--- src/design/ctrl_macros.svh ---
`ifndef CTRL_MACROS_SVH
`define CTRL_MACROS_SVH

// ==================================================
// datapath widths
// ==================================================
// one program word address.
`define CTRL_PC_WIDTH      10
`define CTRL_A_WIDTH       16
`define CTRL_OP_WIDTH      4

// ==================================================
// barrel geometry
// ==================================================
`define CTRL_THREAD_COUNT  8
`define CTRL_THREAD_BITS   3
// thread n starts at n * stride.
`define CTRL_THREAD_STRIDE 16

`endif

--- src/design/ctrl_pkg.sv ---
`default_nettype none

`include "ctrl_macros.svh"

package ctrl_pkg;

    // ==================================================
    // opcodes as seen by the pc controller
    // ==================================================
    typedef enum logic [`CTRL_OP_WIDTH-1:0] {
        op_nop = `CTRL_OP_WIDTH'd0,
        op_add = `CTRL_OP_WIDTH'd1,
        op_jmp = `CTRL_OP_WIDTH'd2, // unconditional.
        op_jze = `CTRL_OP_WIDTH'd3,
        op_jnz = `CTRL_OP_WIDTH'd4,
        op_jpo = `CTRL_OP_WIDTH'd5, // sign bit clear.
        op_jne = `CTRL_OP_WIDTH'd6  // sign bit set.
    } opcode_e;

    typedef enum logic [1:0] {
        st_clear = 2'd0,
        st_load  = 2'd1,
        st_run   = 2'd2
    } init_state_e;

endpackage

`default_nettype wire

--- src/design/pc_mem_if.sv ---
`timescale 1ns/1ps
`default_nettype none

`include "ctrl_macros.svh"

interface pc_mem_if;
    logic                         write_en;
    logic [`CTRL_THREAD_BITS-1:0] write_addr;
    logic [2*`CTRL_PC_WIDTH-1:0]  write_data; // {pc, previous pc}.
    logic [`CTRL_THREAD_BITS-1:0] read_addr;
    logic [2*`CTRL_PC_WIDTH-1:0]  read_data;

    modport writer (output write_en, write_addr, write_data);
    modport reader (output read_addr, input read_data);
    modport loader (output write_en, write_addr, write_data);
    modport memory (
        input  write_en, write_addr, write_data, read_addr,
        output read_data
    );
endinterface

`default_nettype wire

--- src/design/branch_condition.sv ---
`timescale 1ns/1ps
`default_nettype none

`include "ctrl_macros.svh"

module branch_condition (
    input  logic                     clock,
    input  logic                     rst_n,
    input  ctrl_pkg::opcode_e        op,
    input  logic [`CTRL_A_WIDTH-1:0] a_value,
    output logic                     jump
);
    ctrl_pkg::opcode_e op_q;
    logic              a_zero;
    logic              a_positive;

    // ==================================================
    // flag stage
    // ==================================================
    always_ff @(posedge clock) begin
        if (!rst_n) begin
            op_q       <= ctrl_pkg::op_nop;
            a_zero     <= 1'b0;
            a_positive <= 1'b0;
        end else begin
            op_q       <= op;
            a_zero     <= (a_value == '0);
            a_positive <= ~a_value[`CTRL_A_WIDTH-1]; // zero counts as positive.
        end
    end

    // ==================================================
    // decision from the registered flags
    // ==================================================
    always_comb begin
        case (op_q)
            ctrl_pkg::op_jmp: jump = 1'b1;
            ctrl_pkg::op_jze: jump = a_zero;
            ctrl_pkg::op_jnz: jump = ~a_zero;
            ctrl_pkg::op_jpo: jump = a_positive;
            ctrl_pkg::op_jne: jump = ~a_positive;
            default:          jump = 1'b0;
        endcase
    end
endmodule

`default_nettype wire

--- src/design/delay_line.sv ---
`timescale 1ns/1ps
`default_nettype none

module delay_line #(
    parameter int DEPTH = 1,
    parameter int WIDTH = 1
) (
    input  logic             clock,
    input  logic             rst_n,
    input  logic [WIDTH-1:0] in,
    output logic [WIDTH-1:0] out
);
    logic [WIDTH-1:0] stage [DEPTH];

    always_ff @(posedge clock) begin
        if (!rst_n) begin
            for (int i = 0; i < DEPTH; i++) begin
                stage[i] <= '0;
            end
        end else begin
            stage[0] <= in;
            for (int i = 1; i < DEPTH; i++) begin
                stage[i] <= stage[i-1];
            end
        end
    end

    assign out = stage[DEPTH-1];
endmodule

`default_nettype wire

--- src/design/pc_controller.sv ---
`timescale 1ns/1ps
`default_nettype none

`include "ctrl_macros.svh"

module pc_controller (
    input  logic                         clock,
    input  logic                         rst_n,
    input  ctrl_pkg::opcode_e            op,
    input  logic [`CTRL_A_WIDTH-1:0]     a_value,
    input  logic [`CTRL_PC_WIDTH-1:0]    target,
    input  logic                         io_ready,
    output logic                         run,
    output logic [`CTRL_PC_WIDTH-1:0]    pc,
    output logic [`CTRL_THREAD_BITS-1:0] thread
);
    logic [`CTRL_THREAD_BITS-1:0] next_thread;
    logic                         jump;
    logic [`CTRL_PC_WIDTH-1:0]    target_d;
    logic                         io_ready_d;

    pc_mem_if mem_run ();
    pc_mem_if mem_load ();
    pc_mem_if mem_ram ();

    thread_counter u_thread_counter (
        .clock      (clock),
        .rst_n      (rst_n),
        .enable     (run),
        .thread     (thread),
        .next_thread(next_thread)
    );

    pc_init_fsm u_pc_init_fsm (.clock(clock), .rst_n(rst_n), .mem(mem_load), .run(run));

    branch_condition u_branch_condition (
        .clock  (clock),
        .rst_n  (rst_n),
        .op     (op),
        .a_value(a_value),
        .jump   (jump)
    );

    // line target and io_ready up with the jump decision.
    delay_line #(.DEPTH(1), .WIDTH(`CTRL_PC_WIDTH)) u_target_delay (
        .clock(clock), .rst_n(rst_n), .in(target), .out(target_d)
    );
    delay_line #(.DEPTH(1), .WIDTH(1)) u_io_ready_delay (
        .clock(clock), .rst_n(rst_n), .in(io_ready), .out(io_ready_d)
    );

    // ==================================================
    // loader owns the memory port until run rises
    // ==================================================
    assign mem_ram.write_en   = run ? mem_run.write_en   : mem_load.write_en;
    assign mem_ram.write_addr = run ? mem_run.write_addr : mem_load.write_addr;
    assign mem_ram.write_data = run ? mem_run.write_data : mem_load.write_data;
    assign mem_ram.read_addr  = mem_run.read_addr;
    assign mem_run.read_data  = mem_ram.read_data;

    thread_pc_memory u_thread_pc_memory (.clock(clock), .mem(mem_ram));

    pc_sequencer u_pc_sequencer (
        .clock      (clock),
        .rst_n      (rst_n),
        .run        (run),
        .thread     (thread),
        .next_thread(next_thread),
        .jump       (jump),
        .target     (target_d),
        .io_ready   (io_ready_d),
        .mem_wr     (mem_run),
        .mem_rd     (mem_run),
        .pc         (pc)
    );
endmodule

`default_nettype wire

--- src/design/pc_init_fsm.sv ---
`timescale 1ns/1ps
`default_nettype none

`include "ctrl_macros.svh"

module pc_init_fsm (
    input  logic     clock,
    input  logic     rst_n,
    pc_mem_if.loader mem,
    output logic     run
);
    localparam logic [`CTRL_THREAD_BITS-1:0] LAST_THREAD =
        `CTRL_THREAD_BITS'(`CTRL_THREAD_COUNT - 1);

    ctrl_pkg::init_state_e        state;
    logic [`CTRL_THREAD_BITS-1:0] load_index;
    logic [`CTRL_PC_WIDTH-1:0]    start_pc;

    always_ff @(posedge clock) begin
        if (!rst_n) begin
            state      <= ctrl_pkg::st_clear;
            load_index <= '0;
            run        <= 1'b0;
        end else begin
            run <= (state == ctrl_pkg::st_run); // first issue one cycle later.
            case (state)
                ctrl_pkg::st_clear: begin
                    load_index <= '0;
                    state      <= ctrl_pkg::st_load;
                end
                ctrl_pkg::st_load: begin
                    load_index <= load_index + `CTRL_THREAD_BITS'(1);
                    if (load_index == LAST_THREAD) begin
                        state <= ctrl_pkg::st_run;
                    end
                end
                default: state <= ctrl_pkg::st_run; // held until reset.
            endcase
        end
    end

    assign start_pc = `CTRL_PC_WIDTH'(load_index) * `CTRL_PC_WIDTH'(`CTRL_THREAD_STRIDE);

    assign mem.write_en   = (state == ctrl_pkg::st_load);
    assign mem.write_addr = load_index;
    assign mem.write_data = {start_pc, start_pc}; // no history yet.
endmodule

`default_nettype wire

--- src/design/pc_sequencer.sv ---
`timescale 1ns/1ps
`default_nettype none

`include "ctrl_macros.svh"

module pc_sequencer (
    input  logic                         clock,
    input  logic                         rst_n,
    input  logic                         run,
    input  logic [`CTRL_THREAD_BITS-1:0] thread,
    input  logic [`CTRL_THREAD_BITS-1:0] next_thread,
    input  logic                         jump,
    input  logic [`CTRL_PC_WIDTH-1:0]    target,
    input  logic                         io_ready,
    pc_mem_if.writer                     mem_wr,
    pc_mem_if.reader                     mem_rd,
    output logic [`CTRL_PC_WIDTH-1:0]    pc
);
    logic [`CTRL_PC_WIDTH-1:0]    issue_pc;
    logic [`CTRL_PC_WIDTH-1:0]    issue_prev;
    logic                         s1_valid;
    logic                         s2_valid;
    logic [`CTRL_PC_WIDTH-1:0]    s1_pc;
    logic [`CTRL_PC_WIDTH-1:0]    s1_prev;
    logic [`CTRL_PC_WIDTH-1:0]    s2_pc;
    logic [`CTRL_PC_WIDTH-1:0]    s2_prev;
    logic [`CTRL_THREAD_BITS-1:0] s1_thread;
    logic [`CTRL_THREAD_BITS-1:0] s2_thread;
    logic [`CTRL_PC_WIDTH-1:0]    next_pc;

    assign mem_rd.read_addr       = next_thread; // lands in the issue cycle.
    assign {issue_pc, issue_prev} = mem_rd.read_data;
    assign pc                     = run ? issue_pc : '0;

    always_ff @(posedge clock) begin
        if (!rst_n) begin
            s1_valid <= 1'b0;
            s2_valid <= 1'b0;
        end else begin
            s1_valid <= run;
            s2_valid <= s1_valid;
        end
    end

    always_ff @(posedge clock) begin
        s1_pc     <= issue_pc;
        s1_prev   <= issue_prev;
        s1_thread <= thread;
        s2_pc     <= s1_pc;
        s2_prev   <= s1_prev;
        s2_thread <= s1_thread;
    end

    assign next_pc = jump ? target : s2_pc + `CTRL_PC_WIDTH'(1);

    // a stalled thread keeps its whole pair.
    assign mem_wr.write_en   = s2_valid;
    assign mem_wr.write_addr = s2_thread;
    assign mem_wr.write_data = io_ready ? {next_pc, s2_pc} : {s2_pc, s2_prev};
endmodule

`default_nettype wire

--- src/design/thread_counter.sv ---
`timescale 1ns/1ps
`default_nettype none

`include "ctrl_macros.svh"

module thread_counter (
    input  logic                         clock,
    input  logic                         rst_n,
    input  logic                         enable,
    output logic [`CTRL_THREAD_BITS-1:0] thread,
    output logic [`CTRL_THREAD_BITS-1:0] next_thread
);
    localparam logic [`CTRL_THREAD_BITS-1:0] LAST_THREAD =
        `CTRL_THREAD_BITS'(`CTRL_THREAD_COUNT - 1);

    logic [`CTRL_THREAD_BITS-1:0] thread_step;

    // wrap after the last thread.
    always_comb begin
        if (thread == LAST_THREAD) begin
            thread_step = '0;
        end else begin
            thread_step = thread + `CTRL_THREAD_BITS'(1);
        end
    end

    assign next_thread = enable ? thread_step : thread; // read-ahead address.

    always_ff @(posedge clock) begin
        if (!rst_n) begin
            thread <= '0;
        end else begin
            thread <= next_thread;
        end
    end
endmodule

`default_nettype wire

--- src/design/thread_pc_memory.sv ---
`timescale 1ns/1ps
`default_nettype none

`include "ctrl_macros.svh"

module thread_pc_memory (
    input logic      clock,
    pc_mem_if.memory mem
);
    // one {pc, previous pc} pair per thread.
    logic [2*`CTRL_PC_WIDTH-1:0] pc_ram [`CTRL_THREAD_COUNT];

    always_ff @(posedge clock) begin
        if (mem.write_en) begin
            pc_ram[mem.write_addr] <= mem.write_data;
        end
    end

    // registered read port.
    always_ff @(posedge clock) begin
        mem.read_data <= pc_ram[mem.read_addr];
    end
endmodule

`default_nettype wire

--- config.mk ---
export PLATFORM = sky130hd
export DESIGN_NAME = pc_controller
export DESIGN_NICKNAME = d
export VERILOG_FILES = /design/src/design/ctrl_pkg.sv /design/src/design/pc_mem_if.sv /design/src/design/branch_condition.sv /design/src/design/delay_line.sv /design/src/design/pc_controller.sv /design/src/design/pc_init_fsm.sv /design/src/design/pc_sequencer.sv /design/src/design/thread_counter.sv /design/src/design/thread_pc_memory.sv
export VERILOG_INCLUDE_DIRS = /design/src /design/src/design
export SDC_FILE = /design/constraint.sdc
export NUM_CORES = 1
export LEC_CHECK = 0
export ABC_AREA = 0
export BUFFER_PORTS_ARGS = -buffer_cell sky130_fd_sc_hd__buf_2
export CAP_MARGIN = 20
export CORE_UTILIZATION = 60
export CTS_CLUSTER_SIZE = 24
export DETAILED_ROUTE_END_ITERATION = 7
export GPL_ROUTABILITY_DRIVEN = 0
export PLACE_DENSITY_LB_ADDON = 0.05
export SLEW_MARGIN = 5
export SYNTH_ARGS = -nofsm -noshare
export SYNTH_HDL_FRONTEND = slang
export SYNTH_SLANG_ARGS = --single-unit
export TNS_END_PERCENT = 10
--- constraint.sdc ---
create_clock -name clock -period 2.5 [get_ports clock]
set_clock_uncertainty 0.2 [all_clocks]
set_input_delay 0.25 -clock clock [delete_from_list [all_inputs] [get_ports clock]]
set_output_delay 0.25 -clock clock [all_outputs]
set_load 0.02 [all_outputs]
==> results.py, run 1 <==
metrics = {
    "layout": {
        "area_growth_pct": 22.9,
        "drive_gt1_frac": 0.219,
        "final_common_cell": "edfxtp_1",
        "postLayoutCellArea_mm2": 0.00758,
        "antenna_cells": 0,
        "layout.nets": 661,
        "final_cell_mix": "edfxtp_1, dfxtp_1, buf_2",
    },
    "timing": {
        "final.period_utilization": 0.915,
        "fin_crit_ns": 2.29,
        "rsz0062_at_grt": "false",
        "worst_slack_ns": 0.212,
        "tightest_slew_ns": 1.02,
        "whs_ns": 0.127,
        "max_freq_mhz": 437,
        "relSlewSlack": 0.317,
        "hold_violations": 0,
        "setup_tns_ns": 0,
        "setup_violations": 0,
        "drv_slew": 0,
    },
    "routing": {
        "antenna_left": 0,
        "dr.pass1.iters": 5,
        "drc": 0,
        "routed_wl_um": 15800,
        "vias": 4689,
        "drtIter0Drc": 503,
        "wl_per_cell_um": 20.5,
        "via_per_inst": 6.10,
    },
    "setup_path": {
        "critPathLaunchType": "register",
        "crit_type": "register to register",
        "cp_cell_sequence": "ha_1 > and3b_4 > and2_2 > a2111oi_2 > a21oi_2",
        "cp_max_fo": 12,
        "crit_arrival_ns": 2.48,
        "cp_slowest_cell": "a2111oi_2",
        "critPathRequiredTime_ns": 2.70,
        "cpPeakStageDelay_ns": 0.50,
        "endpoint_kind": "register",
    },
    "global_routing": {
        "grt_max_degree": 45,
        "grt_antenna_before_repair": 0,
        "grt_first_pass_wirelength_um": 23900,
        "grt_overflow": 0,
        "grtUsageTotal": 0.318,
        "first_global_vias": 4627,
    },
    "yosys": {
        "synthDistinctLibCells": 53,
        "ys_seq_area_frac": 0.598,
        "synth_edf_count": 80,
        "syn_area_mm2": 0.00616,
        "async_flop_share": 0,
        "yosys_warnings": 0,
        "syn_avg_cell_area_um2": 11.8,
        "ys_ff_latch": 144,
        "syn-num-nets": 560,
        "synth_cells": 522,
        "yosys_most_used_dff": "edfxtp_1",
    },
    "power_and_ir_drop": {
        "combPwrFrac": 0.045,
        "power_frac_seq": 0.489,
        "ir_drop_uv": 666,
        "p_sw_frac": 0.212,
        "power_w": 0.00533,
        "clockPowerShare": 0.466,
        "internal_power_w": 0.00420,
        "p_per_area_mw_per_mm2": 703,
        "power_switching_w": 0.00113,
        "p_leak_nw": 2.79,
    },
    "cts": {
        "cts.sinks": 144,
        "cts.path.max_buffers": 2,
        "cts_root_buf": "clkbuf_8",
        "htree_num_levels": 4,
        "clk_pin_slew_worst_paths_ns": 0.06,
        "cts_tree": "built",
        "cts_buffers": 17,
        "clkLatencyLatePin_ns": 0.53,
    },
    "run_status": {
        "status": "completed",
    },
    "floorplanning": {
        "die_h_um": 103,
        "fp.dieW_um": 103,
        "coreArea_mm2": 0.00986,
        "ios": 47,
        "fp-row-count": 36,
        "design.die.area_mm2": 0.0107,
        "initial_utilization": 0.625,
    },
    "hold_path": {
        "worst_hold_path_type": "register to register",
    },
    "place": {
        "dpl.hpwl_um": 9640,
        "port_buffers": 46,
        "dpl-instance-area_mm2": 0.00664,
        "pre_cts_slack_ns": 0.0536,
    },
    "flow_run": {
        "maxCapViolCount": 0,
    },
}
==> Yosys cell counts (4+ instances only) <==
library cell	n	share of area
edfxtp_1	80	0.39
dfxtp_1	64	0.21
nand2_1	38	0.023
and2_1	33	0.033
mux2i_1	32	0.052
nor2_1	30	0.018
o21ai_0	27	0.022
nor3_1	23	0.019
nand3_1	19	0.015
a21oi_1	18	0.015
nand2b_1	15	0.015
buf_2	13	0.011
a21oi_2	11	0.016
a32o_1	10	0.016
nor2b_1	10	0.010
o311ai_1	10	0.014
a2111oi_2	9	0.022
a31oi_1	6	0.0061
buf_6	6	0.011
clkbuf_1	6	0.0037
ha_1	5	0.010
inv_1	5	0.0030
nor4_1	5	0.0051
buf_4	4	0.0049
o22ai_1	4	0.0041
==> state kept, by name, indices dropped and copies added, names as in the netlist <==
register / cells
u_branch_condition.a_positive: 1
u_branch_condition.a_zero: 1
u_branch_condition.op_q: 4
u_io_ready_delay.stage: 1
u_pc_init_fsm.mem.write_addr: 3
u_pc_init_fsm.run: 1
u_pc_init_fsm.state: 2
u_pc_sequencer.mem_wr.write_addr: 3
u_pc_sequencer.mem_wr.write_en: 1
u_pc_sequencer.s1_pc: 10
u_pc_sequencer.s1_thread: 3
u_pc_sequencer.s1_valid: 1
u_pc_sequencer.s2_pc: 10
u_target_delay.stage: 10
u_thread_counter.thread: 3
u_thread_pc_memory.mem.read_data: 10
u_thread_pc_memory.pc_ram: 80
==> cell families (layout without fill, tap and decap cells) <==
logic type / count (synthesis) / count (layout) / synth area share
and+or+nand+nor: 185 / 185 / 0.155
muxes: 33 / 33 / 0.0538
buffers and inverters: 35 / 149 / 0.0337
xor gates and xnor gates: 1 / 1 / 0.00142
DFF: 144 / 144 / 0.598
adders and majority gates: 5 / 5 / 0.0102
AOI/OAI and AO/OA: 119 / 119 / 0.148
==> power by group through the flow <==
| stage | Combinational [W] | Sequential [W] | Clock, W |
|---|---|---|---|
| floorplan | 0.000114 | 0.00263 | 0 |
| global placement | 0.000181 | 0.00265 | 0 |
| detailed placement | 0.000194 | 0.00265 | 0 |
| CTS | 0.000235 | 0.00260 | 0.00251 |
| global route | 0.000262 | 0.00261 | 0.00261 |
| finish | 0.000241 | 0.00260 | 0.00248 |
==> stage by stage <==
| stage | std cells | util |
|---|---|---|
| final | 769 | 0.768 |
| after global routing | 769 | 0.768 |
| after CTS | 768 | 0.766 |
| after detailed placement | 702 | 0.673 |
| after global placement | 700 | 0.671 |
| after floorplan | 522 | - |
==> layout make-up <==
cell class                      count  area [um2]
Clock buffer                       18         418
Sequential cell                   144        3690
Clock inverter                     14         165
Multi-Input combinational cell    343        2290
Inverter                            6        22.5
Timing Repair Buffer              111         832
Tap cell                          133         166
Fill cell                         641        2290
==> worst max-delay path: cells and delay by family (launching register included) <==
family	cells	cell delay (ns)
AOI/OAI and AO/OA	2	0.59
adders and majority gates	1	0.26
DFF	1	0.48
and+or+nand+nor	2	0.64
==> what timing repair did <==
| item | in CTS | in global routing |
|---|---|---|
| endpoints found under the hold margin | 28 | 0 |
| setup endpoints to repair | 0 | 17 |
| hold buffers | 34 | 0 |
| resized for setup | 0 | 3 |
| setup buffers | 0 | 0 |
==> metal layers <==
layer / up-vias / GRT usage / share of wire
li1: 2156 / - / -
met1: 2277 / 0.393 / 0.41
met2: 217 / 0.506 / 0.48
met3: 39 / 0.107 / 0.076
met4: 0 / 0.147 / 0.028
met5: - / 0 / 0
==> final timing paths <==
check	end	cells past startpoint	slack (ns)	start
setup / recovery	u_thread_pc_memory.mem.read_data[14]	5	0.21	u_thread_counter.thread[2]
setup reg to reg	u_thread_pc_memory.mem.read_data[14]	5	0.21	u_thread_counter.thread[2]
hold reg to reg	u_pc_sequencer.s2_pc[6]	0	0.13	u_pc_sequencer.s1_pc[6]
hold / removal	u_pc_sequencer.s2_pc[6]	0	0.13	u_pc_sequencer.s1_pc[6]
Power figures use the tool's default switching activity.
==> inputs of run 2 (changes only) <==
- RECOVER_POWER: not set -> 25
==> run 2 against run 1 <==
Net effect:
- sequential power about the same
- total power about the same
- count of clock-buffer cells in the layout unchanged
- first-iteration DRC count increased by 3.6%
- largest power group unchanged
- highest routed layer unchanged
==> results.py, run 2 (same netlist as run 1, synthesis figures left out) <==
metrics = {
    "timing": {
        "rsz0062_at_grt": "false",
        "setup_tns_ns": 0,
        "hold_violations": 0,
        "worst_slack_ns": 0.203,
        "max_freq_mhz": 435,
        "setup_violations": 0,
        "drv_slew": 0,
        "final.period_utilization": 0.919,
        "fin_crit_ns": 2.30,
        "relSlewSlack": 0.328,
        "tightest_slew_ns": 1.00,
    },
    "floorplanning": {
        "die_h_um": 103,
        "fp.dieW_um": 103,
        "fp-row-count": 36,
        "ios": 47,
        "coreArea_mm2": 0.00986,
        "design.die.area_mm2": 0.0107,
        "initial_utilization": 0.625,
    },
    "global_routing": {
        "grt_max_degree": 45,
        "grt_antenna_before_repair": 0,
        "first_global_vias": 4627,
        "grtUsageTotal": 0.318,
        "grt_overflow": 0,
        "grt_first_pass_wirelength_um": 23900,
    },
    "layout": {
        "largest_register": "u_thread_pc_memory.pc_ram",
        "area_growth_pct": 22.9,
        "drive_gt1_frac": 0.215,
        "largest_reg_flops": 80,
        "final_cell_mix": "edfxtp_1, dfxtp_1, buf_2",
        "antenna_cells": 0,
        "final_common_cell": "edfxtp_1",
        "layout.nets": 661,
    },
    "setup_path": {
        "path_delay_family": "simple AND/OR/NAND/NOR gates",
        "cp_max_fo": 12,
        "endpoint_kind": "register",
        "path_buf_inv": 0,
        "cpPeakStageDelay_ns": 0.49,
        "critPathLaunchType": "register",
        "crit_type": "register to register",
        "critPathRequiredTime_ns": 2.70,
        "crit_arrival_ns": 2.50,
        "cp_cell_sequence": "ha_1 > and3b_4 > and2_2 > a2111oi_2 > a21oi_2",
        "cp_slowest_cell": "dfxtp_1",
    },
    "power_and_ir_drop": {
        "combPwrFrac": 0.045,
        "p_leak_nw": 2.78,
        "power_frac_seq": 0.488,
        "clockPowerShare": 0.467,
        "internal_power_w": 0.00420,
        "power_switching_w": 0.00113,
        "ir_drop_uv": 664,
        "p_per_area_mw_per_mm2": 704,
        "p_sw_frac": 0.213,
    },
    "flow_run": {
        "maxCapViolCount": 0,
    },
    "routing": {
        "vias": 4699,
        "dr.pass1.iters": 6,
        "antenna_left": 0,
        "drc": 0,
        "via_per_inst": 6.11,
        "routed_wl_um": 15800,
        "drtIter0Drc": 521,
        "wl_per_cell_um": 20.6,
    },
    "place": {
        "dpl.hpwl_um": 9640,
        "port_buffers": 46,
        "pre_cts_slack_ns": 0.0536,
    },
    "cts": {
        "cts.path.max_buffers": 2,
        "cts_root_buf": "clkbuf_8",
        "cts.sinks": 144,
        "htree_num_levels": 4,
        "cts_buffers": 17,
        "cts_tree": "built",
        "clkLatencyLatePin_ns": 0.53,
        "clk_pin_slew_worst_paths_ns": 0.06,
    },
    "run_status": {
        "status": "completed",
    },
    "hold_path": {
        "worst_hold_path_type": "register to register",
    },
}
## run 2: cell types whose count changed in the layout (fill, tap and decap cells not counted), sizes merged
cell / change
buf: -2
clkbuf: +2
## run 2: worst paths after layout
kind / endpoint / slack (ns) / cells after the start / startpoint
max: u_thread_pc_memory.mem.read_data[14] / 0.20 / 5 / u_thread_counter.thread[2]
max reg2reg: u_thread_pc_memory.mem.read_data[14] / 0.20 / 5 / u_thread_counter.thread[2]
min: u_pc_sequencer.s2_pc[6] / 0.13 / 0 / u_pc_sequencer.s1_pc[6]
min reg2reg: u_pc_sequencer.s2_pc[6] / 0.13 / 0 / u_pc_sequencer.s1_pc[6]
## run 2: what timing repair did
item / 4_1_cts / 5_1_grt
resized for setup: 0 / 3
endpoints found under the setup margin: 0 / 17
hold buffers: 34 / 0
hold endpoints to repair: 28 / 0
setup buffers: 0 / 0
## run 2: per-layer routing
metal  GRT usage  share of wire
met5           0              0
met4       0.147          0.031
met3       0.107          0.080
met2       0.506           0.48
met1       0.393           0.41
## run 2: cell type report
class                   instances  area [um2]
well taps                     133         166
flip-flops and latches        144        3690
inverters                       6        22.5
fillers                       643        2290
repair buffers                111         828
clock inverters                14         165
clock buffers                  18         418
multi-input cells             343        2290
## run 2: power groups by stage
stage | logic, W | registers [W] | clock network, W
2_1_floorplan | 0.000114 | 0.00263 | 0
3_3_place_gp | 0.000181 | 0.00265 | 0
3_5_place_dp | 0.000194 | 0.00265 | 0
4_1_cts | 0.000235 | 0.00260 | 0.00251
5_1_grt | 0.000261 | 0.00261 | 0.00261
6_report | 0.000241 | 0.00260 | 0.00249
## run 2: per-stage QoR
stage | util | cell area [um2] | hold WS [ns] | total power, W | cells
final | 0.768 | 7570 | 0.127 | 0.00533 | 769
after global placement | 0.671 | 6620 | 0.110 | 0.00283 | 700
after detailed placement | 0.673 | 6640 | 0.113 | 0.00284 | 702
after floorplan | - | 6160 | 0.110 | 0.00275 | 522
after global routing | 0.768 | 7570 | 0.132 | 0.00548 | 769
after CTS | 0.766 | 7560 | 0.127 | 0.00535 | 768
==> inputs of run 3 (changes only) <==
- ABC_AREA: 0 -> 1
- CORE_UTILIZATION: 60 -> 59
==> run 3 against run 2 <==
Net effect:
- synthesized cell count rose by 12%
- register-to-register slack got worse by 0.04 ns
- critical path depth rose by 5
- final cell count rose by 6.6%
- critical path type unchanged
==> results.py, run 3 <==
metrics = {
    "layout": {
        "area_growth_pct": 24.2,
        "final_common_cell": "nand2_1",
        "largest_reg_flops": 80,
        "final_cell_mix": "nand2_1, edfxtp_1, inv_1",
        "fillers": 632,
        "antenna_cells": 0,
        "largest_register": "u_thread_pc_memory.pc_ram",
        "layout.nets": 716,
        "final_util": 0.762,
        "drive_gt1_frac": 0.169,
    },
    "routing": {
        "drtIter0Drc": 296,
        "via_per_inst": 5.28,
        "routed_wl_um": 13800,
        "drc": 0,
        "dr.pass1.iters": 5,
        "wl_per_cell_um": 16.8,
        "vias": 4333,
        "antenna_left": 0,
    },
    "timing": {
        "setup_tns_ns": 0,
        "rsz0062_at_grt": "false",
        "relSlewSlack": 0.444,
        "tightest_slew_ns": 0.831,
        "drv_slew": 0,
        "final.period_utilization": 0.935,
        "max_freq_mhz": 428,
        "whs_ns": 0.125,
        "setup_violations": 0,
        "hold_violations": 0,
        "fin_crit_ns": 2.34,
    },
    "power_and_ir_drop": {
        "p_sw_frac": 0.211,
        "p_per_area_mw_per_mm2": 760,
        "combPwrFrac": 0.043,
        "power_frac_seq": 0.482,
        "clockPowerShare": 0.475,
        "ir_drop_uv": 498,
        "power_switching_w": 0.00114,
        "internal_power_w": 0.00426,
        "p_leak_nw": 3.17,
    },
    "yosys": {
        "yosys_most_used_dff": "edfxtp_1",
        "syn_avg_cell_area_um2": 9.80,
        "synthDistinctLibCells": 30,
        "async_flop_share": 0,
        "synthTopCellsByCount": "nand2_1, edfxtp_1, inv_1",
        "syn_area_mm2": 0.00572,
        "synth_edf_count": 80,
        "ys_seq_area_frac": 0.644,
        "yosys_warnings": 0,
        "yosys.area.top_type": "edfxtp_1",
        "synth_most_common_cell": "nand2_1",
        "synth_cells": 584,
        "syn-num-nets": 622,
        "synth_top_area_share": 0.420,
        "ys_ff_latch": 144,
        "synthTopCellsByArea": "edfxtp_1, dfxtp_1, nand2_1",
    },
    "place": {
        "port_buffers": 46,
        "dpl.hpwl_um": 7790,
    },
    "setup_path": {
        "critPathRequiredTime_ns": 2.69,
        "cpPeakStageDelay_ns": 0.37,
        "crit_type": "register to register",
        "cpMostUsedCell": "nand2_1",
        "endpoint_kind": "register",
        "cp_max_fo": 11,
        "crit_arrival_ns": 2.52,
        "cp_slowest_cell": "dfxtp_1",
        "cp_cell_sequence": "ha_1 > ha_1 > nor2_8 > nand2_1 > nand2_1 > clkinvlp_4 > o211ai_1 > nand2_1 > nand2_1 > o21ai_1",
        "critPathLaunchType": "register",
    },
    "floorplanning": {
        "ios": 47,
        "initial_utilization": 0.613,
        "design.die.area_mm2": 0.0101,
        "die_h_um": 100,
        "fp.dieW_um": 100,
        "coreArea_mm2": 0.00933,
        "fp-row-count": 35,
    },
    "global_routing": {
        "grt_overflow": 0,
        "grt_first_pass_wirelength_um": 21700,
        "grtUsageTotal": 0.298,
        "grt_max_degree": 61,
        "first_global_vias": 4256,
        "grt_antenna_before_repair": 0,
    },
    "cts": {
        "cts_tree": "built",
        "cts_setup_buffers": 0,
        "cts.sinks": 144,
        "cts.path.max_buffers": 2,
        "cts_buffers": 17,
        "clk_pin_slew_worst_paths_ns": 0.06,
        "htree_num_levels": 4,
        "clkLatencyLatePin_ns": 0.52,
        "cts_root_buf": "clkbuf_8",
    },
    "run_status": {
        "status": "completed",
    },
    "hold_path": {
        "worst_hold_path_type": "register to register",
    },
    "flow_run": {
        "maxCapViolCount": 0,
    },
}
==> run 3: layer usage <==
metal / GRT usage / up-vias / wire (um)
li1: - / 2087 / -
met1: 0.352 / 2018 / 5260
met2: 0.512 / 187 / 7060
met3: 0.0659 / 41 / 992
met4: 0.157 / 0 / 486
met5: 0 / - / 0
==> run 3: path summary, 6_finish.rpt <==
check,start,to,slack (ns),cells past startpoint
worst max-delay path,u_thread_counter.thread[0],u_thread_pc_memory.mem.read_data[16],0.16,10
worst min-delay path,u_pc_sequencer.s1_pc[3],u_pc_sequencer.s2_pc[3],0.13,0
worst max register to register,u_thread_counter.thread[0],u_thread_pc_memory.mem.read_data[16],0.16,10
worst min register to register,u_pc_sequencer.s1_pc[3],u_pc_sequencer.s2_pc[3],0.13,0
==> run 3: area by class of cell <==
| cell class | instances | area (um2) | share of cell area |
|---|---|---|---|
| clock buffers | 23 | 532 | 0.0749 |
| clock inverters | 9 | 87.6 | 0.0123 |
| inverters | 92 | 352 | 0.0495 |
| multi-input cells | 325 | 1570 | 0.221 |
| flip-flops and latches | 144 | 3680 | 0.519 |
| well taps | 129 | 161 | 0.0227 |
| repair buffers | 97 | 712 | 0.100 |
| repair inverters | 1 | 7.51 | 0.00106 |
==> run 3: logic make-up after synthesis <==
group                    Yosys count  synth area share
XOR/XNOR                           4           0.00612
flip-flops                       144             0.644
buffers and inverters            115            0.0822
AO/OA/AOI/OAI                     78            0.0840
multiplexers                       1           0.00175
adder cells (fa/ha/maj)            5            0.0109
AND/OR/NAND/NOR                  237             0.171
==> run 3: worst max-delay path, delay by kind of cell, from the launching register on <==
kind,cells,cell delay [ns]
adder cells (fa/ha/maj),2,0.49
AND/OR/NAND/NOR,5,0.57
AO/OA/AOI/OAI,2,0.26
buffers and inverters,1,0.33
flip-flops,1,0.37
==> run 3: through the flow <==
stage	worst slack (ns)	std cells	total power [W]	instance area [um2]
after detailed placement	0.160	749	0.00282	6100
after floorplan	0.328	584	0.00275	5720
final	0.161	820	0.00540	7100
after global routing	0.0372	820	0.00556	7100
after CTS	0.0771	819	0.00541	7100
after global placement	0.233	749	0.00282	6100
==> run 3: timing repair <==
| action | 4_1_cts | 5_1_grt |
|---|---|---|
| endpoints found under the setup margin | 0 | 8 |
| hold buffers | 38 | 0 |
| hold endpoints to repair | 21 | 0 |
| resized for setup | 0 | 3 |
==> run 3: power groups by stage <==
stage,combinational [W],clock [W],sequential [W]
2_1_floorplan,0.000117,0,0.00263
3_3_place_gp,0.000171,0,0.00265
3_5_place_dp,0.000175,0,0.00265
4_1_cts,0.000220,0.00259,0.00260
5_1_grt,0.000258,0.00270,0.00261
6_report,0.000230,0.00257,0.00260
